File: src/hw/asg_defines.svh
// pointer format, sample width and trigger count for the waveform channel
`ifndef ASG_DEFINES_SVH
`define ASG_DEFINES_SVH

////////////////////////////////////////////////////////////
// fixed-point read pointer
////////////////////////////////////////////////////////////

// integer bits of the pointer and the table address width
`define ASG_CWM 14
// fraction bits of the pointer
`define ASG_CWF 16
// full pointer width for size, step and offset
`define ASG_PW (`ASG_CWM + `ASG_CWF)

// sample width at the stream and CPU port
`define ASG_DW 14
// number of trigger inputs
`define ASG_TN 4

`endif

File: src/hw/asg_pkg.sv
// sequencer state type and sample type shared by the channel
`include "asg_defines.svh"

package asg_pkg;

  ////////////////////////////////////////////////////////////
  // run state
  ////////////////////////////////////////////////////////////

  // idle waits for a trigger
  // data streams samples
  // delay is the gap after a burst
  typedef enum logic [1:0] {
    st_idle  = 2'b00,
    st_data  = 2'b01,
    st_delay = 2'b10
  } asg_state_t;

  ////////////////////////////////////////////////////////////
  // payload
  ////////////////////////////////////////////////////////////

  // one table entry or stream sample
  typedef logic [`ASG_DW-1:0] sample_t;

endpackage

File: src/hw/asg_burst_seq.sv
// trigger masking, run FSM, burst counters and trigger output
`timescale 1ns/100ps
`include "asg_defines.svh"

module asg_burst_seq (
  input  logic                 sto,
  input  logic                 ctl_rst,
  // trigger
  input  logic [`ASG_TN-1:0]   trg_i,
  input  logic [`ASG_TN-1:0]   cfg_trg,
  output logic                 trg_o,
  // burst config
  input  logic                 cfg_ben,
  input  logic                 cfg_inf,
  input  logic [`ASG_CWM-1:0]  cfg_bdl,
  input  logic [32-1:0]        cfg_bil,
  input  logic [16-1:0]        cfg_bnm,
  // to accumulator and table
  output asg_pkg::asg_state_t  seq_state,
  output logic                 seq_start
);

  // masked trigger and run events
  logic trg_any;
  logic trg_acc;
  logic brst_end;
  logic brst_rpt;

  // burst counters
  logic [`ASG_CWM-1:0] cnt_bdl;
  logic [32-1:0]       cnt_bil;
  logic [16-1:0]       cnt_bnm;

  ////////////////////////////////////////////////////////////
  // events
  ////////////////////////////////////////////////////////////

  // any enabled trigger line
  assign trg_any = |(trg_i & cfg_trg);
  // accepted only while idle
  assign trg_acc = trg_any & (seq_state == asg_pkg::st_idle);

  // data and gap both used up
  assign brst_end = cfg_ben & (seq_state != asg_pkg::st_idle) & ~|cnt_bdl & ~|cnt_bil;
  // another burst follows
  assign brst_rpt = brst_end & (cfg_inf | (cnt_bnm > 16'd1));

  assign seq_start = trg_acc | brst_rpt;

  ////////////////////////////////////////////////////////////
  // run FSM and counters
  ////////////////////////////////////////////////////////////

  always_ff @(posedge sto) begin
    if (ctl_rst) begin
      seq_state <= asg_pkg::st_idle;
      cnt_bdl   <= '0;
      cnt_bil   <= '0;
      cnt_bnm   <= '0;
    end else if (seq_start) begin
      // new burst, reload lengths
      seq_state <= asg_pkg::st_data;
      cnt_bdl   <= cfg_bdl;
      cnt_bil   <= cfg_bil;
      if (trg_acc) begin
        cnt_bnm <= cfg_bnm;
      end else if (|cnt_bnm) begin
        // infinite mode parks at zero
        cnt_bnm <= cnt_bnm - 16'd1;
      end
    end else if (brst_end) begin
      // last burst done
      seq_state <= asg_pkg::st_idle;
      cnt_bnm   <= '0;
    end else if (cfg_ben) begin
      if (seq_state == asg_pkg::st_data) begin
        if (|cnt_bdl) begin
          cnt_bdl <= cnt_bdl - 1'b1;
        end else begin
          // gap is nonzero here, else burst would have ended
          seq_state <= asg_pkg::st_delay;
        end
      end
      if ((seq_state == asg_pkg::st_delay) && |cnt_bil) begin
        cnt_bil <= cnt_bil - 32'd1;
      end
    end
  end

  // one pulse per burst start
  always_ff @(posedge sto) begin
    if (ctl_rst) begin
      trg_o <= 1'b0;
    end else begin
      trg_o <= seq_start;
    end
  end

endmodule

File: config.mk
export PLATFORM = sky130hd
export DESIGN_NAME = asg_burst_seq
export DESIGN_NICKNAME = d
export VERILOG_FILES = /design/src/hw/asg_pkg.sv /design/src/hw/asg_burst_seq.sv
export VERILOG_INCLUDE_DIRS = /design/src /design/src/hw
export SDC_FILE = /design/constraint.sdc
export NUM_CORES = 1
export LEC_CHECK = 0
export BUFFER_PORTS_ARGS = -buffer_cell sky130_fd_sc_hd__buf_2
export CAP_MARGIN = 20
export CORE_MARGIN = 1
export CORE_UTILIZATION = 50
export DETAILED_ROUTE_END_ITERATION = 6
export PLACE_DENSITY_LB_ADDON = 0.25
export SETUP_SLACK_MARGIN = 0.2
export SYNTH_ARGS = -nofsm -noshare
export SYNTH_HDL_FRONTEND = slang
export SYNTH_SLANG_ARGS = --single-unit
File: constraint.sdc
create_clock -name sto -period 5.7 [get_ports sto]
set_clock_uncertainty 0.15 [all_clocks]
set_input_delay 1.14 -clock sto [delete_from_list [all_inputs] [get_ports sto]]
set_output_delay 1.14 -clock sto [all_outputs]
set_load 0.05 [all_outputs]
==> flow_metrics.env <==
export IMPL_status="complete, no violations"
export IMPL_final_max_slew_viol_count=0
export IMPL_drt_iter0_markers=190
export IMPL_synth_edf_count=0
export IMPL_setup_viol=0
export IMPL_cap_violations=0
export IMPL_synthCells=511
export IMPL_rsz0062_at_grt="no"
export IMPL_diodes=0
export IMPL_arrival_ps=2830
export IMPL_ys_seq_area_share_pct=31.36
export IMPL_ys_ff_latch=65
export IMPL_worst_slew_pin_slew_ps=933.4
export IMPL_critPathRequiredTime_ps=4410
export IMPL_yosys_top_cells_area="dfxtp_1, nor2_1, nor3_1"
export IMPL_worstSkewPairLatency_ps=350
export IMPL_dp_cells=663
export IMPL_grt_max_degree=82
export IMPL_relSlewSlack_pct=37.31
export IMPL_nNetsFinal=653
export IMPL_synth_cell_types=71
export IMPL_drive_gt1_share_pct=24.22
export IMPL_drt_total_wl_um=10870
export IMPL_grt_pass1_wl_um=18240
export IMPL_fmax_mhz=242.8
export IMPL_ctsRootBufferMaster="clkbuf_8"
export IMPL_regArea_sq_um=1301
export IMPL_synth_warnings=0
export IMPL_numCtsBuffers=9
export IMPL_syn_num_nets=591
export IMPL_hold_violations=0
export IMPL_finalInstanceArea_sq_um=4787
export IMPL_crit_start="cfg_ben"
export IMPL_grt_usage_pct=25.74
export IMPL_die_width_um=93.10
export IMPL_dieArea_sq_um=8667
export IMPL_io_buffers=77
export IMPL_coreArea_sq_um=7888
export IMPL_dr_pass1_iters=5
export IMPL_crit_path_end_kind="primary output"
export IMPL_cts_hold_buf=0
export IMPL_grt_overflow=0
export IMPL_vdd_ir_drop_max_mv=0.1430
export IMPL_via_per_inst=6.241
export IMPL_power_density_nw_per_um2=292.9
export IMPL_ctsResizeCount=0
export IMPL_async_reset_ff_share_pct=0
export IMPL_yosys_area_top_type_share_pct=31.36
export IMPL_crit_type="input port to primary output"
export IMPL_routedWlPerCell_um=15.98
export IMPL_hold_path_class="flop to flop"
export IMPL_htreeDepth=3
export IMPL_num_fill_cells=715
export IMPL_die_h_um=93.10
export IMPL_rows=32
export IMPL_cts_setup_buffers=0
export IMPL_mostFrequentLayoutCells="buf_2, dfxtp_1, nor2_1, nand2_1, nor3_1"
export IMPL_dp_hpwl_um=7353
export IMPL_drcViolationCount=0
export IMPL_p_leak_nw=1.741
export IMPL_fin_hold_ws_ps=343.5
export IMPL_min_period_ps=4118
export IMPL_synth_ff_type="dfxtp_1"
export IMPL_finalCritPeriodShare_pct=72.25
export IMPL_clkSlewWorstSetupHoldPaths_ps=70
export IMPL_final_common_cell="buf_2"
export IMPL_min_delay_start="cnt_bnm[13]"
export IMPL_grt_pass1_vias=3965
export IMPL_crit_path_start_kind="input port"
export IMPL_cts_tree="yes"
export IMPL_start_util_pct=52.60
export IMPL_io_pin_count=78
export IMPL_multiInputGateArea_sq_um=2653
export IMPL_synth_area_leader_cell="dfxtp_1"
export IMPL_syn_avg_cell_area_sq_um=8.119
export IMPL_postPlaceCellArea_sq_um=4561
export IMPL_reg2reg_from="cnt_bdl[0]"
export IMPL_syn_area_sq_um=4149
export IMPL_place_gp_congestion=0.8661
export IMPL_fin_cells=680
export IMPL_cp_max_fo=5
export IMPL_area_growth_pct=15.38
export IMPL_setup_tns_ps=0
export IMPL_ant_nets=0
export IMPL_cts_sinks=65
export IMPL_num_vias=4244
export IMPL_antenna_found_initial=0
export IMPL_ctsLongestPathBuffers=2
-- metal layers --
layer | GRT usage [%] | up-vias | wire length, um | share of wire [%]
met1 | 33.92 | 2004 | 4923 | 45
met3 | 3.821 | 19 | 628 | 5.8
li1 | - | 2079 | - | -
met4 | 8.846 | 0 | 195 | 1.8
met2 | 42.77 | 142 | 5121 | 47
met5 | 0 | - | 0 | 0
-- state kept, by name, indices dropped and copies added, names as in the netlist --
register   flops
trg_o          1
cnt_bil       32
cnt_bnm       16
cnt_bdl       14
seq_state      2
-- report_power, final --
group | switching (mW) | total (mW) | internal (mW)
combinational | 0.249 | 0.415 | 0.166
clock | 0.187 | 0.424 | 0.237
sequential | 0.0599 | 0.563 | 0.504
-- Yosys cell counts, drive strengths merged (4+ instances only) --
| cell | instances |
|---|---|
| a22oi | 11 |
| nor4b | 4 |
| inv | 13 |
| a2111oi | 6 |
| xor2 | 9 |
| o311ai | 5 |
| ha | 6 |
| nand3 | 18 |
| or4 | 10 |
| nand4 | 9 |
| and3 | 6 |
| nor3b | 4 |
| nand2b | 13 |
| nand3b | 5 |
| a21oi | 23 |
| or3 | 14 |
| nor2 | 56 |
| and2 | 5 |
| o32ai | 10 |
| or2 | 6 |
| xnor2 | 8 |
| nand2 | 36 |
| nor4 | 21 |
| clkbuf | 18 |
| a211oi | 19 |
| a31oi | 15 |
| o211ai | 4 |
| dfxtp | 65 |
| o21ai | 13 |
| nor3 | 31 |
| buf | 15 |
-- cells by family after synthesis --
kind of cell	count (synthesis)	share of synthesized area [%]
fa+ha+maj	6	1.809
flops	65	31.36
simple gates	246	34.89
compound gates	130	23.07
xor+xnor	17	3.589
buf+inv	46	5.006
mux	1	0.2714
-- per-stage QoR --
step / utilization [%] / worst slack, ps / power [mW]
4_1_cts: 60.55 / 1589 / 1.405
3_5_place_dp: 57.82 / 1598 / 0.9809
3_3_place_gp: 57.82 / 1679 / 0.9693
5_1_grt: 60.69 / 1445 / 1.488
6_report: 60.69 / 1582 / 1.402
2_1_floorplan: - / 1824 / 0.8777
-- path summary, 6_finish.rpt --
kind | to | slack [ps] | cells after the start
worst max-delay path | seq_start | 1580 | 7
worst min-delay path | cnt_bnm[13] | 340 | 2
worst max register to register | cnt_bdl[11] | 2670 | 10
worst min register to register | cnt_bnm[13] | 340 | 2
-- worst max-delay path, stage by stage --
cell	delay, ps
buf_2	120
nor4b_1	230
nand4_1	220
or3_1	440
o31a_2	350
inv_2	60
buf_2	250
-- layout make-up --
class                   instances  area share, %
multi-input cells             400          55.41
clock buffers                  12          3.450
repair buffers                 84          9.226
clock inverters                 4          1.045
flip-flops and latches         65          27.18
inverters                      13          1.019
well taps                     102          2.666
No activity file was read; power rests on OpenSTA's default activity.
