===== config.mk =====
export PLATFORM = sky130hd
export DESIGN_NAME = asg_phase_acc
export DESIGN_NICKNAME = d
export VERILOG_FILES = /design/src/hw/asg_pkg.sv /design/src/hw/asg_phase_acc.sv
export VERILOG_INCLUDE_DIRS = /design/src /design/src/hw
export SDC_FILE = /design/constraint.sdc
export NUM_CORES = 1
export LEC_CHECK = 0
export BUFFER_PORTS_ARGS = -buffer_cell sky130_fd_sc_hd__buf_2
export CAP_MARGIN = 20
export CORE_AREA = 2 2 96 144
export CTS_BUF_LIST = sky130_fd_sc_hd__clkbuf_8
export CTS_CLUSTER_DIAMETER = 80
export CTS_CLUSTER_SIZE = 24
export DETAILED_ROUTE_END_ITERATION = 10
export DIE_AREA = 0 0 98 146
export GPL_ROUTABILITY_DRIVEN = 0
export GPL_TIMING_DRIVEN = 0
export SYNTH_ARGS = -nofsm -noshare
export SYNTH_HDL_FRONTEND = slang
export SYNTH_SLANG_ARGS = --single-unit

===== constraint.sdc =====
create_clock -name sto -period 4.4 [get_ports sto]
set_clock_uncertainty 0.2 [all_clocks]
set_input_delay 0.22 -clock sto [delete_from_list [all_inputs] [get_ports sto]]
set_output_delay 0.22 -clock sto [all_outputs]
set_load 0.05 [all_outputs]

===== src/hw/asg_defines.svh =====
// pointer format, sample width and trigger count for the waveform channel
`ifndef ASG_DEFINES_SVH
`define ASG_DEFINES_SVH

////////////////////////////////////////////////////////////
// fixed-point read pointer
////////////////////////////////////////////////////////////

// integer bits of the pointer and the table address width
`define ASG_CWM 14
// fraction bits of the pointer
`define ASG_CWF 16
// full pointer width for size, step and offset
`define ASG_PW (`ASG_CWM + `ASG_CWF)

// sample width at the stream and CPU port
`define ASG_DW 14
// number of trigger inputs
`define ASG_TN 4

`endif


===== src/hw/asg_pkg.sv =====
// sequencer state type and sample type shared by the channel
`include "asg_defines.svh"

package asg_pkg;

  ////////////////////////////////////////////////////////////
  // run state
  ////////////////////////////////////////////////////////////

  // idle waits for a trigger
  // data streams samples
  // delay is the gap after a burst
  typedef enum logic [1:0] {
    st_idle  = 2'b00,
    st_data  = 2'b01,
    st_delay = 2'b10
  } asg_state_t;

  ////////////////////////////////////////////////////////////
  // payload
  ////////////////////////////////////////////////////////////

  // one table entry or stream sample
  typedef logic [`ASG_DW-1:0] sample_t;

endpackage


===== src/hw/asg_phase_acc.sv =====
// fixed-point read pointer with offset load and modulo wrap
`timescale 1ns/100ps
`include "asg_defines.svh"

module asg_phase_acc (
  input  logic                 sto,
  input  logic                 ctl_rst,
  // from sequencer
  input  logic                 seq_start,
  input  asg_pkg::asg_state_t  seq_state,
  // table length minus one, step and phase
  input  logic [`ASG_PW-1:0]   cfg_siz,
  input  logic [`ASG_PW-1:0]   cfg_stp,
  input  logic [`ASG_PW-1:0]   cfg_off,
  // current pointer
  output logic [`ASG_PW-1:0]   ptr
);

  // sum with carry
  logic [`ASG_PW:0]   ptr_sum;
  // sum minus table length with sign bit on top
  logic [`ASG_PW+1:0] ptr_dif;
  logic               ptr_neg;
  logic [`ASG_PW-1:0] ptr_nxt;

  ////////////////////////////////////////////////////////////
  // next pointer
  ////////////////////////////////////////////////////////////

  assign ptr_sum = {1'b0, ptr} + {1'b0, cfg_stp};
  assign ptr_dif = {1'b0, ptr_sum} - {2'b00, cfg_siz} - 1'b1;
  assign ptr_neg = ptr_dif[`ASG_PW+1];

  // negative means still inside the table
  assign ptr_nxt = ptr_neg ? ptr_sum[`ASG_PW-1:0] : ptr_dif[`ASG_PW-1:0];

  ////////////////////////////////////////////////////////////
  // pointer register
  ////////////////////////////////////////////////////////////

  always_ff @(posedge sto) begin
    if (ctl_rst) begin
      ptr <= '0;
    end else if (seq_start) begin
      // phase set at every burst start
      ptr <= cfg_off;
    end else if (seq_state == asg_pkg::st_data) begin
      ptr <= ptr_nxt;
    end
  end

endmodule


==> results of run 1 <==
-- path summary, 6_finish.rpt --
kind / slack [ns] / to
worst max-delay path: -0.46 / ptr[29]
worst min-delay path: 0.04 / ptr[5]
worst max register to register: -0.46 / ptr[29]
worst min register to register: 0.37 / ptr[29]
-- cells in the final DEF, fill, tap and decap left out, types with 10 or more instances in the layout --
cell | netlist | routed
ha_1 | 60 | 54
xnor2_1 | 32 | 29
a21oi_2 | 2 | 11
nand2_1 | 36 | 35
xor2_1 | 18 | 18
buf_4 | 3 | 34
clkbuf_1 | 14 | 14
a31oi_1 | 10 | 10
buf_2 | 0 | 122
inv_1 | 51 | 50
dfxtp_1 | 30 | 19
a22oi_1 | 25 | 25
nand3_1 | 12 | 11
a21o_1 | 26 | 26
o21ai_0 | 44 | 34
o22ai_1 | 19 | 17
a21oi_1 | 67 | 56
nor2_1 | 44 | 37
-- stage by stage --
| stage | instance area [sq um] | total power (uW) | util, % | setup WS (ns) | cells |
|---|---|---|---|---|---|
| global route | 6260 | 2930 | 48.3 | -0.604 | 940 |
| floorplan | 4580 | 1610 | - | -0.103 | 610 |
| global placement | 5390 | 1950 | 41.6 | -0.793 | 891 |
| finish | 6260 | 2760 | 48.3 | -0.460 | 940 |
| detailed placement | 5400 | 1970 | 41.7 | -0.822 | 892 |
| CTS | 5870 | 2490 | 45.3 | -0.363 | 921 |
-- logic make-up after synthesis --
family	synth area share [%]
buf+inv	6.58
mux	1.89
fa+ha+maj	17.6
xor+xnor	9.72
simple gates	14.6
compound gates	36.4
flops	13.3
-- critical path, delay by kind of cell (launching register included) --
family | cells | cell delay [ns]
muxes | 1 | 0.17
buffers and inverters | 2 | 0.19
xor gates and xnor gates | 2 | 0.28
adders and majority gates | 3 | 0.79
and+or+nand+nor | 1 | 0.14
AOI/OAI and AO/OA | 13 | 2.59
DFF | 1 | 0.37
-- power by group through the flow --
stage / clock (uW) / combinational (uW) / sequential (uW)
after floorplan: 0 / 1170 / 442
after global placement: 0 / 1610 / 340
after detailed placement: 0 / 1630 / 340
after CTS: 289 / 1870 / 334
after global routing: 297 / 2300 / 339
final: 285 / 2140 / 334
-- cell usage after synthesis, types with 2 or more instances --
cell type and number:
a211oi_1 9, a21o_1 26, a21oi_1 67, a21oi_2 2
a221oi_1 2, a22oi_1 25, a31oi_1 10, a41oi_1 2
and2_1 3, and3_1 2, buf_4 3, clkbuf_1 14
dfxtp_1 30, fa_1 2, ha_1 60, inv_1 51
mux2i_1 7, nand2_1 36, nand2b_1 9, nand3_1 12
nand4_1 5, nor2_1 44, nor2b_1 9, nor3_1 14
o211ai_1 6, o21a_1 4, o21ai_0 44, o21bai_1 7
o221ai_1 3, o22ai_1 19, o31a_1 4, o31ai_1 5
o41ai_1 2, or2_2 2, xnor2_1 32, xor2_1 18
-- cell type report --
class / count / area [sq um]
Tap cell: 159 / 199
Clock buffer: 8 / 110
Multi-Input combinational cell: 509 / 3990
Buffer: 20 / 146
Inverter: 51 / 191
Sequential cell: 30 / 622
Fill cell: 1331 / 6700
Timing Repair Buffer: 163 / 1000
-- what timing repair did --
item                                    4_1_cts  5_1_grt
buffers inserted                             19       19
cloned                                        2        1
endpoints found under the setup margin       30       30
hold endpoints to repair                      0        0
resized for setup                            34       56
pin swaps                                    24       43
-- layer usage --
metal,vias up,global-route usage [%]
li1,2597,-
met1,2477,24.2
met2,171,43.0
met3,43,2.35
met4,0,10.1
met5,-,0
==> metrics, run 1 <==
Max transition margin 42.5%; sequential share of the synthesized area 13.3%; biggest regs ptr x30; Reg clk slew, reported paths 0.07 ns; period utilisation layout 110%; first-pass GRT wire length about 26 mm; IO buf count approximately 120; final setup fails 30; mean post-synth cell area 7.39 sq um; largest net degree at the start of global routing 11; min-delay src cfg_off[5]; # IOs 125; CTS root buf clkbuf_8; Syn. warnings 0; Netlist cell types 56; RSZ-0062 raised after global routing true; Power Density approximately 440 nW/um^2; critical-path cell with the highest stage delay a2111oi_4; clock buffer depth 2; max-slew violations 0; Ant. Diodes 0; critical path required time ~4.4 ns; worst r2r src ptr[0]; Sw Share 48.4%; Combinational Power Share 77.5%; Primary FF master, synth dfxtp_1; vias in the first global route 5444; hold crit path type input port to flop; Seq pwr share 12.1%; ys async rst share 0%; met2 WL 9.37 mm; CTS sink cnt 30; number of max-cap violations 0; GR Overflow Total 0; crit-path max FO 5; clk_lat worst skew 0.30 ns; fmax 206 MHz; drt drc 0; reg2reg path depth 22; Biggest register ptr; Core ar. ~13000 sq um; HPWL Detailed 13.0 mm; htree depth 2; DRT iter0 DRCs ~250; cell mode on critical path a21oi_1; CP peak stage delay ~0.48 ns; share of layout cells above drive strength 1 33.0%; Top Metal Used met4; Psw 1330 uW; Synth Register Bits 30; Layout area overhead 38.9%; final hold slack 0.0357 ns; Peak VDD IR 0.000165 V; cell taking the most area after synthesis ha_1; status finished, violations left; Hold Fails Final Rpt 0; failing checks negative setup slack; Mapped Nets 767; clock network fraction of total power 10.3%; hold path cells 3; Least-Margin Pin Slew 0.863 ns; synth top area cells ha_1 (17%), dfxtp_1 (13%), a21oi_1 (7.4%), xnor2_1 (6.2%), o21ai_0 (4.9%); Cell Rows 51; drt pass-1 iters 4; EDFF count, synth 0; Hold-fix buffers, CTS 0; max FFs per register 30; Mapped Cells 610; met1 wire length 6.33 mm; DR vias/cell 5.63; die area approximately 14000 sq um; via count approximately 5300; initial antenna violation count 0; WL per Instance 18.4 um; internal power 1420 uW; post-route ant nets 0; CTS Buf Count 5; Die Height 146 um; Die W 98 um; met3 wire length 812 um; Leak 0.00297 uW; # nets final approximately 940; Routed WL around 17 mm; Arr. time, crit path 4.83 ns; total negative slack -12.30 ns; critical path type flop to flop; Total Routing Usage GR 22.4%; CTS tree built; top cell type's share of synthesized area 16.7%; crit path cell chain ha_4 -> inv_2 -> fa_2 -> nor2b_2 -> o31a_1 -> o21ai_4 -> a2111oi_4 -> o311a_4 -> a21boi_4 -> xnor2_2 -> ha_1 -> buf_4 -> a21oi_1 -> o21bai_1 -> a21o_1 -> a21o_1 -> a21oi_1 -> o31ai_1 -> a31oi_1 -> xnor2_1 -> mux2i_1 -> a21oi_1; Worst setup startpoint ptr[0]; Cell Area, Synth ~4500 sq um; Setup crit start kind flop; Tmin final roughly 4.9 ns; crit path capture type flop; initial core utilization between 30% and 40%; final worst slack -0.460 ns
Note: power is estimated with default switching activity, not from simulation.
==> run 2: changes to the inputs <==
--- a/config.mk
+++ b/config.mk
@@ -16,6 +16,7 @@
 export DIE_AREA = 0 0 98 146
 export GPL_ROUTABILITY_DRIVEN = 0
 export GPL_TIMING_DRIVEN = 0
+export SKIP_LAST_GASP = 1
 export SYNTH_ARGS = -nofsm -noshare
 export SYNTH_HDL_FRONTEND = slang
 export SYNTH_SLANG_ARGS = --single-unit
==> run 2 against run 1 <==
Net effect:
- the flow still finishes with violations (negative setup slack)
- routed wire length unchanged
- worst hold slack unchanged
- sequential share of layout area stayed put
- critical path depth is the same
- clock power about the same
- via count stayed put
- utilization stayed put
- total power unchanged
- die area stayed put
- non-clock buffer count unchanged
- critical endpoint unchanged
- largest power group unchanged
- highest routed layer unchanged
==> metrics, run 2 (synthesized netlist as in run 1, its figures left out) <==
Hold Fails Final Rpt 0 (unchanged); CTS tree built (unchanged); biggest regs ptr x30 (unchanged); Ant. Diodes 0 (unchanged); vias in the first global route 5444 (unchanged); clock buffer depth 2 (unchanged); Max transition margin 42.5% (unchanged); final hold slack 0.0357 ns (unchanged); htree depth 2 (unchanged); worst slack at placement -0.822 ns (unchanged); Layout area overhead 38.9% (unchanged); IO buf count 122 (unchanged); critical path required time 4.37 ns (about the same); RSZ-0062 raised after global routing true (unchanged); Tmin final 4.86 ns (unchanged); clk_lat worst skew 0.30 ns (about the same); DRT iter0 DRCs 249 (unchanged); DR vias/cell 5.63 (unchanged); Setup crit start kind flop (unchanged); CTS Buf Count 5 (unchanged); failing checks negative setup slack (unchanged); dpl cells 892 (unchanged); Die Height 146 um (unchanged); number of max-cap violations 0 (unchanged); die area 14300 sq um (unchanged); critical path type flop to flop (unchanged); Die W 98 um (unchanged); initial core utilization 34.8% (unchanged); crit-path max FO 5 (unchanged); status finished, violations left (unchanged); HPWL Detailed 13.0 mm (unchanged); drt drc 0 (unchanged); # nets final 937 (unchanged); Layout Cells excl Fill 940 (unchanged); Biggest register ptr (unchanged); hold crit path type input port to flop (unchanged); most common cell after layout, fill and taps aside buf_2 (unchanged); GR Overflow Total 0 (unchanged); share of layout cells above drive strength 1 33.0% (unchanged); crit path capture type flop (unchanged); fmax 206 MHz (unchanged); WL per Instance 18.4 um (unchanged); largest net degree at the start of global routing 11 (unchanged); final setup fails 30 (unchanged); Core ar. 13000 sq um (unchanged); # IOs 125 (unchanged); first-pass GRT wire length 26.2 mm (unchanged); initial antenna violation count 0 (unchanged); final worst slack -0.460 ns (unchanged); period utilisation layout 110% (unchanged); Routed WL 17.3 mm (unchanged); Pwr Total 2760 uW (unchanged); Least-Margin Pin Slew 0.863 ns (unchanged); most frequent cells in the layout buf_2 (122), a21oi_1 (56), ha_1 (54) (unchanged); max-slew violations 0 (unchanged); CTS sink cnt 30 (unchanged); Arr. time, crit path 4.83 ns (about the same); Cell Rows 51 (unchanged); Total Routing Usage GR 22.4% (unchanged); max FFs per register 30 (unchanged); Power Density 441 nW/um^2 (unchanged); Hold-fix buffers, CTS 0 (unchanged); Peak VDD IR 0.000165 V (unchanged); drt pass-1 iters 4 (unchanged); Reg clk slew, reported paths 0.07 ns (about the same); post-route ant nets 0 (unchanged); via count 5288 (unchanged); CTS root buf clkbuf_8 (unchanged); Leak 0.00297 uW (unchanged)
==> run 2: power breakdown <==
group | internal [uW] | leakage (uW) | switching (uW)
Combinational | 958 | 0.00266 | 1180
Sequential | 305 | 0.000253 | 29.0
Clock | 158 | 0.0000575 | 127
==> run 2: repair_timing <==
item                                    CTS  global route
setup buffers                            19            19
gates resized for setup                  32            58
pin swaps                                24            43
cloned                                    2             1
endpoints found under the setup margin   30            30
==> run 2: final cells by class <==
class | instances | area, sq um
inverters | 51 | 191
repair buffers | 163 | 1000
well taps | 159 | 199
flip-flops and latches | 30 | 622
fillers | 1331 | 6700
plain buffers | 20 | 146
multi-input cells | 509 | 3990
clock buffers | 8 | 110
==> run 2: path summary, 6_finish.rpt <==
| path | from | end | slack, ns | cells after the start |
|---|---|---|---|---|
| setup / recovery | ptr[0] | ptr[29] | -0.46 | 22 |
| hold / removal | cfg_off[5] | ptr[5] | 0.04 | 3 |
| setup reg to reg | ptr[0] | ptr[29] | -0.46 | 22 |
| hold reg to reg | ptr[29] | ptr[29] | 0.37 | 2 |
==> run 2: worst max-delay path, stage by stage, from the launching register on <==
cell and delay, ns:
dfxtp_4 0.37, ha_4 0.14, inv_2 0.03, fa_2 0.34, nor2b_2 0.14, o31a_1 0.22, o21ai_4 0.12, a2111oi_4 0.48
o311a_4 0.31, a21boi_4 0.08, xnor2_2 0.15, ha_1 0.31, buf_4 0.16, a21oi_1 0.25, o21bai_1 0.11, a21o_1 0.20
a21o_1 0.18, a21oi_1 0.16, o31ai_1 0.13, a31oi_1 0.27, xnor2_1 0.13, mux2i_1 0.17, a21oi_1 0.08
==> run 2: per-layer routing <==
metal | track usage, % | vias to the layer above | wire length (um)
met4 | 10.1 | 0 | 752
met5 | 0 | - | 0
met1 | 24.2 | 2477 | 6330
met2 | 43.0 | 171 | 9370
li1 | - | 2597 | -
met3 | 2.35 | 43 | 812
==> run 2: through the flow <==
step / utilization (%) / instance area, sq um / setup TNS (ns)
after CTS: 45.3 / 5870 / -8.83
after floorplan: - / 4580 / -1.32
after detailed placement: 41.7 / 5400 / -22.74
final: 48.3 / 6260 / -12.30
after global routing: 48.3 / 6260 / -16.46
after global placement: 41.6 / 5390 / -21.74
==> run 3: changes to the inputs <==
--- a/config.mk
+++ b/config.mk
@@ -6,15 +6,15 @@
 export SDC_FILE = /design/constraint.sdc
 export NUM_CORES = 1
 export LEC_CHECK = 0
+export ABC_AREA = 1
 export BUFFER_PORTS_ARGS = -buffer_cell sky130_fd_sc_hd__buf_2
 export CAP_MARGIN = 20
-export CORE_AREA = 2 2 96 144
+export CORE_AREA = 2 2 113 170
 export CTS_BUF_LIST = sky130_fd_sc_hd__clkbuf_8
 export CTS_CLUSTER_DIAMETER = 80
 export CTS_CLUSTER_SIZE = 24
 export DETAILED_ROUTE_END_ITERATION = 10
-export DIE_AREA = 0 0 98 146
-export GPL_ROUTABILITY_DRIVEN = 0
+export DIE_AREA = 0 0 115 172
 export GPL_TIMING_DRIVEN = 0
 export SKIP_LAST_GASP = 1
 export SYNTH_ARGS = -nofsm -noshare
==> run 3 against run 2 <==
Net effect:
- the flow now finishes without violations
- synthesized cell count rose by 93%
- combinational power rose by 8%
- fmax rose by 17%
- sequential share of layout area fell by 1.8 points
- die area rose by 38%
- count of clock-buffer cells in the layout fell by 2
- largest power group unchanged
- non-clock buffer count fell by 41
- worst hold slack improved by 0.090 ns
- register-to-register slack improved by 0.72 ns
- synthesized area rose by 40%
- critical endpoint is now ptr[26]
==> metrics, run 3 <==
Netlist cell types 39 (was 56); hold path cells 4 (was 3); fmax 242 MHz (was 206 MHz); synth top area cells nand2_1 (25%), inv_1 (14%), ha_1 (12%), dfxtp_1 (9.5%), nand3_1 (7.3%) (was ha_1 (17%), dfxtp_1 (13%), a21oi_1 (7.4%), xnor2_1 (6.2%), o21ai_0 (4.9%)); Sw Share 57.8% (was 48.4%); most frequent cells in the layout nand2_1 (423), inv_1 (234), buf_2 (123) (was buf_2 (122), a21oi_1 (56), ha_1 (54)); Peak VDD IR 0.000129 V (was 0.000165 V); Tmin final 4.14 ns (was 4.86 ns); Total Routing Usage GR 22.3% (was 22.4%); vias in the first global route 7024 (was 5444); Ant. Diodes 0 (unchanged); number of max-cap violations 0 (unchanged); critical path required time 4.42 ns (was 4.37 ns); Leak 0.00444 uW (was 0.00297 uW); CTS tree built (unchanged); top-count cell post-synth nand2_1 (was a21oi_1); CP peak stage delay 0.40 ns (was 0.48 ns); GR Overflow Total 0 (unchanged); final setup fails 0 (was 30); EDFF count, synth 0 (unchanged); clock network fraction of total power 8.2% (was 10.3%); Psw 1670 uW (was 1330 uW); Combinational Power Share 79.7% (was 77.5%); CTS root buf clkbuf_8 (unchanged); Cell Area, Synth 6320 sq um (was 4510 sq um); Filler Cells Inserted 2122 (was 1331); Mapped Cells 1179 (was 610); Die W 115 um (was 98 um); final hold slack 0.126 ns (was 0.0357 ns); Arr. time, crit path 4.16 ns (was 4.83 ns); Routed WL 22.2 mm (was 17.3 mm); ys async rst share 0% (unchanged); Power Density 394 nW/um^2 (was 441 nW/um^2); CTS Buf Count 5 (unchanged); DRT iter0 DRCs 329 (was 249); most common cell after layout, fill and taps aside nand2_1 (was buf_2); Cell Rows 61 (was 51); HPWL Detailed 19.7 mm (was 13.0 mm); IO buf count 122 (unchanged); Max transition margin 54.9% (was 42.5%); biggest regs ptr x30 (unchanged); Hold Fails Final Rpt 0 (unchanged); post-route ant nets 0 (unchanged); DR vias/cell 4.80 (was 5.63); CP bufs+invs 5 (was 2); clk_lat worst skew 0.29 ns (was 0.30 ns); CP delay by family, top simple AND/OR/NAND/NOR gates (was compound AO/OA/AOI/OAI gates); via count 7344 (was 5288); crit path capture type flop (unchanged); initial antenna violation count 0 (unchanged); sequential share of the synthesized area 9.50% (was 13.3%); Hold-fix buffers, CTS 0 (unchanged); final worst slack 0.260 ns (was -0.460 ns); Mapped Nets 1336 (was 767); Primary FF master, synth dfxtp_1 (unchanged); Setup crit start kind flop (unchanged); Seq pwr share 12.1% (about the same); hold crit path type input port to flop (unchanged); RSZ-0062 raised after global routing false (was true); Layout area overhead 16.3% (was 38.9%); Core ar. 18300 sq um (was 13000 sq um); Post-synth top cells nand2_1 (423), inv_1 (233), nor2_1 (107) (was a21oi_1 (67), ha_1 (60), inv_1 (51)); largest net degree at the start of global routing 11 (unchanged); clock buffer depth 2 (unchanged); htree depth 2 (unchanged); drt drc 0 (unchanged); cell taking the most area after synthesis nand2_1 (was ha_1); mean post-synth cell area 5.36 sq um (was 7.39 sq um); Synth Register Bits 30 (unchanged); Biggest register ptr (unchanged); internal power 1220 uW (was 1420 uW); top cell type's share of synthesized area 25.1% (was 16.7%); die area 19800 sq um (was 14300 sq um); max FFs per register 30 (unchanged); Die Height 172 um (was 146 um); status completed (was finished, violations left); max-slew violations 0 (unchanged); Least-Margin Pin Slew 0.676 ns (was 0.863 ns); Syn. warnings 0 (unchanged); critical path type flop to flop (unchanged); total negative slack 0 ns (was -12.30 ns); gp weighted congestion about 0.9; critical-path cell with the highest stage delay fa_1 (was a2111oi_4); worst slack at placement 0.0783 ns (was -0.822 ns); CTS sink cnt 30 (unchanged); cell mode on critical path nand3_1 (was a21oi_1); reg2reg path depth 25 (was 22); # nets final 1467 (was 937); share of layout cells above drive strength 1 16.1% (was 33.0%); drt pass-1 iters 8 (was 4); Reg clk slew, reported paths 0.07 ns (about the same); first-pass GRT wire length 34.1 mm (was 26.2 mm); initial core utilization 34.5% (was 34.8%); Critical Path Stages 25 (was 22); # IOs 125 (unchanged); WL per Instance 14.5 um (was 18.4 um); period utilisation layout 94.1% (was 110%); crit-path max FO 10 (was 5)
==> run 3: cell count changes in the layout (fill, tap and decap cells not counted), moves of 30 or more <==
cell | before | now
nand2_1 | 35 | 423
nor2_1 | 37 | 107
o21ai_0 | 34 | 4
buf_4 | 34 | 3
nand3_1 | 11 | 91
inv_1 | 50 | 234
==> run 3: layout make-up <==
cell class	instances	area (sq um)	share of cell area [%]
Timing Repair Buffer	124	626	8.50
Sequential cell	30	601	8.16
Inverter	241	905	12.3
Clock inverter	2	8.76	0.119
Multi-Input combinational cell	890	4730	64.3
Buffer	18	128	1.73
Tap cell	220	275	3.74
Clock buffer	6	82.6	1.12
==> run 3: stage by stage <==
step                cells  utilization [%]  total power (uW)  area, sq um
floorplan            1179                -              2070         6320
finish               1531             40.2              2900         7360
global placement     1521             39.4              2620         7210
global route         1531             40.2              3190         7360
detailed placement   1521             39.4              2630         7210
CTS                  1529             39.9              2870         7300
==> run 3: worst reg2reg max path: stages (launching register included) <==
cell and delay [ns]:
dfxtp_1 0.37, ha_1 0.18, inv_1 0.05, fa_1 0.40
inv_1 0.10, nand3_1 0.09, nand3_2 0.14, nand2_1 0.07
nand3_1 0.15, nand3_1 0.15, nand3_1 0.09, nand2_1 0.05
nand2_1 0.13, inv_1 0.06, ha_1 0.35, a21oi_2 0.18
nor2_1 0.08, o21ai_2 0.17, nand3_2 0.17, nor2_8 0.14
nand2_4 0.07, buf_12 0.14, buf_6 0.14, nand3_1 0.09
nand3_1 0.13, a21oi_1 0.16
==> run 3: layer usage <==
metal  wire length [um]  track usage [%]  part of all wire (%)
met1               8680             24.1                    39
met2              12100             44.7                    54
met3                625            0.526                   2.8
met4                869             8.91                   3.9
met5                  0                0                     0
==> run 3: power by group through the flow <==
| stage | clock network (uW) | logic [uW] | registers, uW |
|---|---|---|---|
| 2_1_floorplan | 0 | 1610 | 464 |
| 3_3_place_gp | 0 | 2260 | 355 |
| 6_report | 237 | 2310 | 350 |
| 4_1_cts | 239 | 2290 | 349 |
| 5_1_grt | 246 | 2590 | 353 |
| 3_5_place_dp | 0 | 2270 | 355 |
==> run 3: final timing paths <==
check / startpoint / endpoint / slack, ns
worst max register to register: ptr[0] / ptr[26] / 0.26
worst max-delay path: ptr[0] / ptr[26] / 0.26
worst min register to register: ptr[28] / ptr[28] / 0.30
worst min-delay path: cfg_off[23] / ptr[23] / 0.13
==> run 3: cells by family (layout without fill, tap and decap cells) <==
kind of cell | Yosys count | after routing | share of synthesized area, %
xor+xnor | 31 | 31 | 4.29
flops | 30 | 30 | 9.50
buf+inv | 259 | 391 | 16.3
compound gates | 102 | 102 | 10.3
simple gates | 695 | 695 | 47.1
fa+ha+maj | 62 | 62 | 12.5
==> run 3: timing repair <==
item / in CTS / in global routing
setup endpoints to repair: 0 / 30
resized for setup: 0 / 10
setup buffers: 0 / 2
